File: config.mk
export PLATFORM = sky130hd
export DESIGN_NAME = hart_ctrl_top
export DESIGN_NICKNAME = d
export VERILOG_FILES = /design/src/source/ctrl_pkg.sv /design/src/source/csr_pkg.sv /design/src/source/hart_ctrl_top.sv /design/src/source/alert_unit.sv /design/src/source/sleep_unit.sv /design/src/source/int_controller.sv /design/src/source/csr_irq_regs.sv
export SDC_FILE = /design/constraint.sdc
export NUM_CORES = 1
export LEC_CHECK = 0
export ABC_CLOCK_PERIOD_IN_PS = 2600
export BUFFER_PORTS_ARGS = -buffer_cell sky130_fd_sc_hd__buf_2
export CAP_MARGIN = 5
export CORE_MARGIN = 2
export CORE_UTILIZATION = 57
export CTS_CLUSTER_DIAMETER = 30
export CTS_CLUSTER_SIZE = 24
export DETAILED_ROUTE_END_ITERATION = 12
export PLACE_DENSITY = 0.95
export SLEW_MARGIN = 20
export SYNTH_ARGS = -nofsm -noshare
export SYNTH_HDL_FRONTEND = slang
export SYNTH_SLANG_ARGS = --single-unit
File: constraint.sdc
create_clock -name clk_i -period 2.6 [get_ports clk_i]
set_input_delay 0.26 -clock clk_i [delete_from_list [all_inputs] [get_ports clk_i]]
set_output_delay 0.26 -clock clk_i [all_outputs]
set_load 0.1 [all_outputs]
File: src/source/ctrl_pkg.sv
`default_nettype none

package ctrl_pkg;

  // Index of one of the 32 interrupt lines
  localparam int unsigned IRQ_ID_W = 5;

  typedef logic [IRQ_ID_W-1:0] irq_id_t;

  // Hart run state
  // Wait for fetch enable after reset, then run, sleep on wfi
  typedef enum logic [1:0] {
    SLEEP_WAIT_FETCH = 2'b00,
    SLEEP_RUN        = 2'b01,
    SLEEP_ASLEEP     = 2'b10
  } sleep_state_e;

endpackage

`default_nettype wire

File: src/source/csr_pkg.sv
`default_nettype none

package csr_pkg;

  //////////////////////////////////////////////////////////////////////
  // Widths
  //////////////////////////////////////////////////////////////////////

  // Machine word, also used for mie and mip vectors
  localparam int unsigned XLEN       = 32;
  localparam int unsigned CSR_ADDR_W = 12;

  typedef logic [XLEN-1:0]       xlen_t;
  typedef logic [CSR_ADDR_W-1:0] csr_addr_t;

  //////////////////////////////////////////////////////////////////////
  // CSR map
  //////////////////////////////////////////////////////////////////////

  localparam csr_addr_t CSR_MSTATUS = 12'h300;
  localparam csr_addr_t CSR_MIE     = 12'h304;
  // Read-only, sampled interrupt lines
  localparam csr_addr_t CSR_MIP     = 12'h344;

  // Global machine interrupt enable inside mstatus
  localparam int unsigned MSTATUS_MIE_BIT = 3;

endpackage

`default_nettype wire
File: src/source/hart_ctrl_top.sv
`default_nettype none

module hart_ctrl_top (
  input  logic               clk_i,
  input  logic               rst_n_i,
  // CSR access, stands in for the decoder
  input  logic               csr_we_i,
  input  csr_pkg::csr_addr_t csr_addr_i,
  input  csr_pkg::xlen_t     csr_wdata_i,
  input  csr_pkg::csr_addr_t csr_raddr_i,
  output csr_pkg::xlen_t     csr_rdata_o,
  // Interrupts
  input  csr_pkg::xlen_t     irq_i,
  output logic               irq_req_o,
  output ctrl_pkg::irq_id_t  irq_id_o,
  // Run control
  input  logic               fetch_enable_i,
  input  logic               wfi_i,
  output logic               core_sleep_o,
  output logic               hart_running_o,
  // Security alerts
  output logic               alert_minor_o,
  output logic               alert_major_o
);

  import csr_pkg::*;

  // CSR block to interrupt controller
  xlen_t mie;
  logic  m_irq_enable;
  // Interrupt controller to CSR block and sleep unit
  xlen_t mip;
  logic  irq_wu;
  // Alert triggers
  logic  csr_err;
  logic  csr_illegal_wr;

  //////////////////////////////////////////////////////////////////////
  // CSRs
  //////////////////////////////////////////////////////////////////////

  csr_irq_regs csr_irq_regs_i (
    .clk_i            ( clk_i          ),
    .rst_n_i          ( rst_n_i        ),
    .csr_we_i         ( csr_we_i       ),
    .csr_addr_i       ( csr_addr_i     ),
    .csr_wdata_i      ( csr_wdata_i    ),
    .csr_raddr_i      ( csr_raddr_i    ),
    .csr_rdata_o      ( csr_rdata_o    ),
    .mip_i            ( mip            ),
    .mie_o            ( mie            ),
    .m_irq_enable_o   ( m_irq_enable   ),
    .csr_illegal_wr_o ( csr_illegal_wr ),
    .csr_err_o        ( csr_err        )
  );

  //////////////////////////////////////////////////////////////////////
  // Interrupts and sleep
  //////////////////////////////////////////////////////////////////////

  int_controller int_controller_i (
    .clk_i          ( clk_i        ),
    .rst_n_i        ( rst_n_i      ),
    .irq_i          ( irq_i        ),
    .mie_i          ( mie          ),
    .m_irq_enable_i ( m_irq_enable ),
    .mip_o          ( mip          ),
    .irq_req_o      ( irq_req_o    ),
    .irq_id_o       ( irq_id_o     ),
    .irq_wu_o       ( irq_wu       )
  );

  sleep_unit sleep_unit_i (
    .clk_i          ( clk_i          ),
    .rst_n_i        ( rst_n_i        ),
    .fetch_enable_i ( fetch_enable_i ),
    .wfi_i          ( wfi_i          ),
    .irq_wu_i       ( irq_wu         ),
    .core_sleep_o   ( core_sleep_o   ),
    .hart_running_o ( hart_running_o )
  );

  //////////////////////////////////////////////////////////////////////
  // Alerts
  //////////////////////////////////////////////////////////////////////

  alert_unit alert_unit_i (
    .clk_i            ( clk_i          ),
    .rst_n_i          ( rst_n_i        ),
    .csr_illegal_wr_i ( csr_illegal_wr ),
    .csr_err_i        ( csr_err        ),
    .alert_minor_o    ( alert_minor_o  ),
    .alert_major_o    ( alert_major_o  )
  );

endmodule

`default_nettype wire

File: src/source/alert_unit.sv
`default_nettype none

module alert_unit (
  input  logic clk_i,
  input  logic rst_n_i,
  // Minor trigger
  input  logic csr_illegal_wr_i,
  // Major trigger
  input  logic csr_err_i,
  output logic alert_minor_o,
  output logic alert_major_o
);

  logic alert_minor_q;
  logic alert_major_q;

  // Flopped so the outputs never glitch
  always_ff @(posedge clk_i or negedge rst_n_i) begin
    if (!rst_n_i) begin
      alert_minor_q <= 1'b0;
      alert_major_q <= 1'b0;
    end else begin
      alert_minor_q <= csr_illegal_wr_i;
      alert_major_q <= csr_err_i;
    end
  end

  assign alert_minor_o = alert_minor_q;
  assign alert_major_o = alert_major_q;

  // Minor alert only one cycle after an illegal write
  a_minor_after_illegal: assert property (@(posedge clk_i) disable iff (!rst_n_i)
    alert_minor_o |-> $past(csr_illegal_wr_i));

endmodule

`default_nettype wire

File: src/source/sleep_unit.sv
`default_nettype none

module sleep_unit (
  input  logic clk_i,
  input  logic rst_n_i,
  input  logic fetch_enable_i,
  input  logic wfi_i,
  input  logic irq_wu_i,
  output logic core_sleep_o,
  output logic hart_running_o
);

  import ctrl_pkg::*;

  sleep_state_e state_q;
  sleep_state_e state_d;
  logic         fetch_enable_q;
  logic         fetch_enable;

  // Sticky fetch enable, a single pulse is enough
  always_ff @(posedge clk_i or negedge rst_n_i) begin
    if (!rst_n_i) begin
      fetch_enable_q <= 1'b0;
    end else if (fetch_enable_i) begin
      fetch_enable_q <= 1'b1;
    end
  end

  assign fetch_enable = fetch_enable_i || fetch_enable_q;

  //////////////////////////////////////////////////////////////////////
  // Sleep FSM
  //////////////////////////////////////////////////////////////////////

  always_comb begin
    state_d = state_q;
    case (state_q)
      SLEEP_WAIT_FETCH: begin
        if (fetch_enable) state_d = SLEEP_RUN;
      end
      // Pending wake-up turns wfi into a no-op
      SLEEP_RUN: begin
        if (wfi_i && !irq_wu_i) state_d = SLEEP_ASLEEP;
      end
      SLEEP_ASLEEP: begin
        if (irq_wu_i) state_d = SLEEP_RUN;
      end
      default: state_d = SLEEP_WAIT_FETCH;
    endcase
  end

  always_ff @(posedge clk_i or negedge rst_n_i) begin
    if (!rst_n_i) begin
      state_q <= SLEEP_WAIT_FETCH;
    end else begin
      state_q <= state_d;
    end
  end

  assign core_sleep_o   = (state_q == SLEEP_ASLEEP);
  assign hart_running_o = (state_q == SLEEP_RUN);

  a_sleep_run_excl: assert property (@(posedge clk_i) disable iff (!rst_n_i)
    !(core_sleep_o && hart_running_o));

endmodule

`default_nettype wire

File: src/source/int_controller.sv
`default_nettype none

module int_controller (
  input  logic             clk_i,
  input  logic             rst_n_i,
  // External interrupt levels
  input  csr_pkg::xlen_t   irq_i,
  // From CSR block
  input  csr_pkg::xlen_t   mie_i,
  input  logic             m_irq_enable_i,
  // Back to CSR block for reads
  output csr_pkg::xlen_t   mip_o,
  // Selected interrupt
  output logic             irq_req_o,
  output ctrl_pkg::irq_id_t irq_id_o,
  // Wake-up, ignores global enable
  output logic             irq_wu_o
);

  import csr_pkg::*;
  import ctrl_pkg::*;

  xlen_t mip_q;
  xlen_t irq_masked;

  // Sample lines every cycle
  always_ff @(posedge clk_i or negedge rst_n_i) begin
    if (!rst_n_i) begin
      mip_q <= '0;
    end else begin
      mip_q <= irq_i;
    end
  end

  assign mip_o      = mip_q;
  assign irq_masked = mip_q & mie_i;

  assign irq_wu_o  = |irq_masked;
  assign irq_req_o = irq_wu_o && m_irq_enable_i;

  // Highest index wins, later match overrides
  always_comb begin
    irq_id_o = '0;
    for (int i = 0; i < XLEN; i++) begin
      if (irq_masked[i]) begin
        irq_id_o = irq_id_t'(i);
      end
    end
  end

  // Selected line is pending and enabled in the CSR block
  a_req_id_valid: assert property (@(posedge clk_i) disable iff (!rst_n_i)
    irq_req_o |-> (mip_o[irq_id_o] && mie_i[irq_id_o]));

endmodule

`default_nettype wire

File: src/source/csr_irq_regs.sv
`default_nettype none

module csr_irq_regs (
  input  logic               clk_i,
  input  logic               rst_n_i,
  // Write port
  input  logic               csr_we_i,
  input  csr_pkg::csr_addr_t csr_addr_i,
  input  csr_pkg::xlen_t     csr_wdata_i,
  // Read port
  input  csr_pkg::csr_addr_t csr_raddr_i,
  output csr_pkg::xlen_t     csr_rdata_o,
  // Interrupt state
  input  csr_pkg::xlen_t     mip_i,
  output csr_pkg::xlen_t     mie_o,
  output logic               m_irq_enable_o,
  // Alert triggers
  output logic               csr_illegal_wr_o,
  output logic               csr_err_o
);

  import csr_pkg::*;

  // Primary registers
  xlen_t mie_q;
  logic  mstatus_mie_q;
  // Inverted shadow copies
  xlen_t mie_shadow_q;
  logic  mstatus_mie_shadow_q;

  logic  mie_we;
  logic  mstatus_we;

  //////////////////////////////////////////////////////////////////////
  // Write decode
  //////////////////////////////////////////////////////////////////////

  assign mie_we     = csr_we_i && (csr_addr_i == CSR_MIE);
  assign mstatus_we = csr_we_i && (csr_addr_i == CSR_MSTATUS);

  // mip is read-only, so it counts as illegal as well
  assign csr_illegal_wr_o = csr_we_i && !((csr_addr_i == CSR_MIE) ||
                                          (csr_addr_i == CSR_MSTATUS));

  // Register and shadow always written in the same cycle
  always_ff @(posedge clk_i or negedge rst_n_i) begin
    if (!rst_n_i) begin
      mie_q                <= '0;
      mie_shadow_q         <= '1;
      mstatus_mie_q        <= 1'b0;
      mstatus_mie_shadow_q <= 1'b1;
    end else begin
      if (mie_we) begin
        mie_q        <= csr_wdata_i;
        mie_shadow_q <= ~csr_wdata_i;
      end
      // Only the global enable bit is writable
      if (mstatus_we) begin
        mstatus_mie_q        <= csr_wdata_i[MSTATUS_MIE_BIT];
        mstatus_mie_shadow_q <= ~csr_wdata_i[MSTATUS_MIE_BIT];
      end
    end
  end

  // Any register/shadow disagreement
  assign csr_err_o = (mie_q != ~mie_shadow_q) || (mstatus_mie_q != ~mstatus_mie_shadow_q);

  //////////////////////////////////////////////////////////////////////
  // Read mux
  //////////////////////////////////////////////////////////////////////

  always_comb begin
    csr_rdata_o = '0;
    case (csr_raddr_i)
      CSR_MSTATUS: csr_rdata_o[MSTATUS_MIE_BIT] = mstatus_mie_q;
      CSR_MIE:     csr_rdata_o = mie_q;
      CSR_MIP:     csr_rdata_o = mip_i;
      default:     csr_rdata_o = '0;
    endcase
  end

  assign mie_o          = mie_q;
  assign m_irq_enable_o = mstatus_mie_q;

  // Shadows track their registers across every write
  a_shadow_match: assert property (@(posedge clk_i) disable iff (!rst_n_i)
    (mie_shadow_q == ~mie_q) && (mstatus_mie_shadow_q == ~mstatus_mie_q));

  // No illegal flag without a write strobe
  a_illegal_needs_we: assert property (@(posedge clk_i) disable iff (!rst_n_i)
    $rose(csr_illegal_wr_o) |-> csr_we_i);

endmodule

`default_nettype wire

### After elaboration in Yosys (flattened, before gate mapping)

Cells that the tools add are included.

| word-level totals | value |
|---|---|
| flip-flop bits (word level) | 103 |
| logic and storage cells | 77 |

| operators by class | value |
|---|---|
| equality and inequality tests | 12 |
| mux-type cells | 38 |
| bitwise logic cells | 5 |
| reduce and logical (&&, ||, !) cells | 13 |

Operators by type and width:

| cell | count |
|---|---|
| $mux 5 | 30 |
| $not 32->32 | 2 |
| $eq 12x10->1 const B | 5 |
| $pmux 28 s2 | 1 |
| $and 32x32->32 | 1 |
| $ne 32x32->1 | 1 |
| $reduce_or 32->1 | 1 |
| $mux 2 | 3 |
| $ne 2x1->1 const B | 3 |
| $pmux 2 s3 | 1 |
| $pmux 3 s2 | 1 |
| $logic_and 1x1->1 | 5 |
| $logic_or 1x1->1 | 3 |
| $pmux 1 s3 | 1 |
| $reduce_and 3->1 | 1 |
| $eq 2x1->1 const B | 1 |
| $eq 2x2->1 const B | 1 |
| $logic_not 1->1 | 2 |
| $logic_not 2->1 | 1 |
| $not 1->1 | 2 |
| $mux 1 | 1 |
| $ne 1x1->1 | 1 |

### Logic depth before layout (Yosys ltp)

| depth | value |
|---|---|
| depth after elaboration | 32 |
| gate-level depth with buffers | 7 |
| gate-level depth less buffers | 5 |

### Cells and area by module

Synthesis repeated with hierarchy kept, for this count alone.

| unflattened totals | value |
|---|---|
| cells, all modules | 435 |
| area total of the unflattened synthesis | 4962.3 sq um |

By module, submodules not included:

| module | times used | cells each | area an instance (sq um) |
|---|---|---|---|
| csr_irq_regs | 1 | 308 | 3449.6 |
| int_controller | 1 | 113 | 1325.0 |
| sleep_unit | 1 | 12 | 137.6 |
| alert_unit | 1 | 2 | 50.0 |

### Worst setup path after synthesis

No wires, ideal clock.

| timing path | value |
|---|---|
| kind | reg2out |
| from | register csr_irq_regs_i.mie_q[26] (netlist: csr_irq_regs_i.mie_o[26]) |
| to | output irq_id_o[0] |
| arrival time | 3144 ps |
| slack | -804 ps |
| stages on the path, launching flop included | 6 |
| cells stage by stage | dfrtp_1 > a222oi_1 > a21boi_0 > o21ai_0 > a211oi_1 > nor3_1 |

| on the way | value |
|---|---|
| longest elaborated chain between the ends | 7 |

Ends and longest elaborated chain:

| item | RTL line | RTL |
|---|---|---|
| start: declaration | csr_irq_regs.sv:25 | `xlen_t mie_q;` |
| start signal: assignment | csr_irq_regs.sv:54 | `mie_q <= csr_wdata_i;` |
| $and 32x32->32 | int_controller.sv:36 | `assign irq_masked = mip_q & mie_i;` |
| $mux 5 (6 in series) | int_controller.sv:45 | `if (irq_masked[i]) begin` |
| end: declaration | hart_ctrl_top.sv:15 | `output ctrl_pkg::irq_id_t irq_id_o,` |

Every way passes these cells.

### Worst setup path in the final report

| timing path | value |
|---|---|
| from | register csr_irq_regs_i.mie_q[5] (netlist: csr_irq_regs_i.mie_o[5]) |
| to | output irq_id_o[1] |

| on the way | value |
|---|---|
| longest elaborated chain between the ends | 28 |

Ends and longest elaborated chain:

| item | RTL line |
|---|---|
| $and 32x32->32 | int_controller.sv:36 |
| $mux 5 (27 in series) | int_controller.sv:45 |

Every way passes these cells.

==> impl_metrics.py <==
metrics = {
    "outcome": {
        "status": "finished, violations left",
        "violations": "setup timing",
    },
    "cts": {
        "worstSkewPairLatency_ns": 0.41,
        "clock_path_buffers": 2,
        "cts_tree": "done",
        "cts-root-buf": "clkbuf_8",
        "clk_pin_slew_ns": 0.13,
        "clock-sinks": 103,
        "cts_buffers": 9,
        "ctsHtreeMaxLevel": 3,
    },
    "finish": {
        "stdcell_area_mm2": 0.00693,
        "final_cell_mix": "buf_2 (98), dfrtp_1 (67), nand2_1 (53), nor2_1 (34), buf_12 (34)",
        "fillerInstances": 438,
        "antenna_cells": 0,
        "area_delta_synth_final_pct": 38.4,
        "final_common_cell": "buf_2",
        "drive_gt1_share_pct": 42.1,
        "final_nets": 696,
    },
    "floorplanning": {
        "core_area_mm2": 0.00864,
        "io_pins": 135,
        "die-area_mm2": 0.00955,
        "start_util_pct": 58.0,
        "die_w_um": 97.7,
        "die_y_um": 97.7,
        "num_rows": 34,
    },
    "flow_run": {
        "drv_cap": 0,
    },
    "place": {
        "placement.cell_area_mm2": 0.00626,
        "portBuffers": 134,
        "dp_hpwl_mm": 10.1,
        "place_congestion": 0.847,
    },
    "pwr": {
        "peakVddDrop_uv": 397,
        "cellLeakagePower_nw": 3.19,
        "p_per_area_mw_per_mm2": 463,
    },
    "synthesis": {
        "synth.mux.area_fraction_pct": 16.4,
        "syn-cell-area_mm2": 0.00500,
        "synth-xor-area-share_pct": 5.78,
        "synth_top_family_by_area": "multiplexers",
        "yosysSeqAreaShare_pct": 52.3,
        "ys.flop_type": "dfrtp_1",
        "synth_compound_area_share_pct": 10.5,
        "synth_nets": 523,
        "avgSynthCellArea_um2": 11.6,
        "synthDistinctLibCells": 45,
        "synth_seq_cells": 103,
        "synth_cells": 430,
        "synth_edf_count": 0,
        "yosysWarnings": 0,
        "synth_adder_area_share_pct": 0,
        "async_flop_share_pct": 100,
        "synthSimpleGateAreaFrac_pct": 12.3,
    },
    "drt": {
        "dr.pass1.iters": 6,
        "wire_per_inst_um": 25.6,
        "drt_iter0_markers": 647,
        "drtAntennaViolNets": 0,
        "postRouteWirelength_mm": 18.4,
        "viasPerCell": 6.61,
        "drc": 0,
        "num_vias": 4732,
    },
    "sta": {
        "fmax_mhz": 366,
        "relSlewSlack_pct": 54.8,
        "finalCriticalPeriod_ns": 2.73,
        "finalCritPeriodShare_pct": 105,
        "fin_tns_setup_ns": -0.157,
        "fin_ws_ns": -0.134,
        "clock-skew-final_ns": 0.0201,
        "hold_viol": 0,
        "tightest_slew_ns": 0.678,
        "setup_viol": 2,
        "drv_slew": 0,
    },
    "critical_path": {
        "crit_required_ns": 2.34,
        "r2r_slack_ns": 0.33,
        "critPathCaptureType": "output pin",
        "crit_path_start_kind": "flop",
        "critPathKind": "reg -> out",
        "crit_path_max_fanout": 7,
        "r2r_start": "csr_irq_regs_i.mie_shadow_q[2]",
        "cp.arrival_ns": 2.47,
        "r2r-end": "alert_unit_i.alert_major_o",
        "ff2ff_path_depth": 5,
    },
    "global_routing": {
        "overflow": 0,
        "grt_pass1_wl_mm": 26.8,
        "grtUsageTotal_pct": 36.5,
        "grt_max_degree": 54,
        "antenna_found_initial": 0,
        "grt_pass1_vias": 4883,
    },
    "min_path": {
        "hp-start": "csr_wdata_i[22]",
        "min_path_cells": 2,
        "min_to": "csr_irq_regs_i.mie_shadow_q[22]",
        "hold_path.class": "in -> reg",
    },
}
## worst max path at each step
stage | from | end | depth (start not counted)
after floorplan | csr_irq_regs_i.mie_o[5] | irq_id_o[2] | 6
after global placement | csr_irq_regs_i.mie_o[29] | irq_req_o | 6
after detailed placement | csr_irq_regs_i.mie_o[29] | irq_req_o | 6
after CTS | csr_irq_regs_i.mie_o[15] | irq_req_o | 6
after global routing | int_controller_i.mip_o[5] | irq_id_o[1] | 6
final | csr_irq_regs_i.mie_o[5] | irq_id_o[1] | 6
## per-stage QoR
step	power [mW]	utilization [%]	hold WS (ns)	setup WS [ns]	std cells
3_5_place_dp	2.11	72.4	0.321	0.202	661
6_report	3.20	80.2	0.00820	-0.134	716
4_1_cts	3.15	79.0	0.0235	0.0154	710
2_1_floorplan	1.95	-	-0.0356	0.00314	430
5_1_grt	3.28	80.2	0.00836	-0.126	716
3_3_place_gp	2.09	72.4	0.316	0.335	661
## per-layer routing
layer	part of all wire (%)	GRT usage (%)	wire length [um]	vias up
met5	0	0	0	-
met4	8.5	23.2	1560	0
met3	9.6	11.5	1760	149
met2	47	59.6	8710	422
met1	34	41.6	6330	2281
li1	-	-	-	1880
## sequential cells by signal, summed over array words and instances (netlist names)
name,cells
csr_irq_regs_i.mie_o,32
csr_irq_regs_i.mie_shadow_q,32
int_controller_i.mip_o,32
sleep_unit_i.state_q,2
alert_unit_i.alert_major_o,1
alert_unit_i.alert_minor_o,1
csr_irq_regs_i.m_irq_enable_o,1
csr_irq_regs_i.mstatus_mie_shadow_q,1
sleep_unit_i.fetch_enable_q,1
## worst max-delay path, cell delays in order, from the launching register on
cell	delay (ns)
dfrtp_2	0.49
a22o_1	0.24
o21ai_0	0.36
nand2_1	0.15
a21boi_0	0.30
o31a_1	0.23
buf_4	0.30
## cell usage after synthesis (all sizes together) (3+ instances only)
library cell	number	area share, %
a22o	3	0.53
and2	3	0.38
a22oi	17	2.5
mux2i	33	6.6
a31oi	4	0.50
nand4	9	1.1
o21ai	37	3.7
buf	8	1.8
nand2	53	4.0
nor4	9	1.4
xor2	13	2.3
a32oi	4	0.70
nor2	34	2.5
dfrtp	70	35
nor2b	4	0.50
nand3	6	0.85
dfstp	33	17
clkbuf	10	0.75
mux2	33	9.8
xnor2	20	3.5
## area by class of cell
type                    count  area (um^2)  area share (%)
repair buffers            180         1620            23.4
flip-flops and latches    103         2620            37.9
clock buffers               9          124            1.79
inverters                   2         7.51           0.108
clock inverters             7         70.1            1.01
multi-input cells         307         2350            33.9
well taps                 108          135            1.95
## what timing repair did
action                     4_1_cts  5_1_grt
hold endpoints to repair        66        0
setup buffers                    0        6
gates resized for setup          9       18
hold buffers                    33        0
setup endpoints to repair        3        3
pin swaps                        1        8
## kinds of logic (layout without fill, tap and decap cells)
logic type	after synthesis	count (layout)
multiplexers	66	66
buffers and inverters	20	198
AO/OA/AOI/OAI	80	80
AND/OR/NAND/NOR	128	128
flip-flops	103	103
XOR/XNOR	33	33
## power by group
part / switching [mW] / total, mW / internal, mW
registers: 0.0591 / 1.71 / 1.65
logic: 0.284 / 0.445 / 0.161
clock network: 0.666 / 1.05 / 0.383
total: 1.01 / 3.20 / 2.20
(Power assumes the default switching activity.)
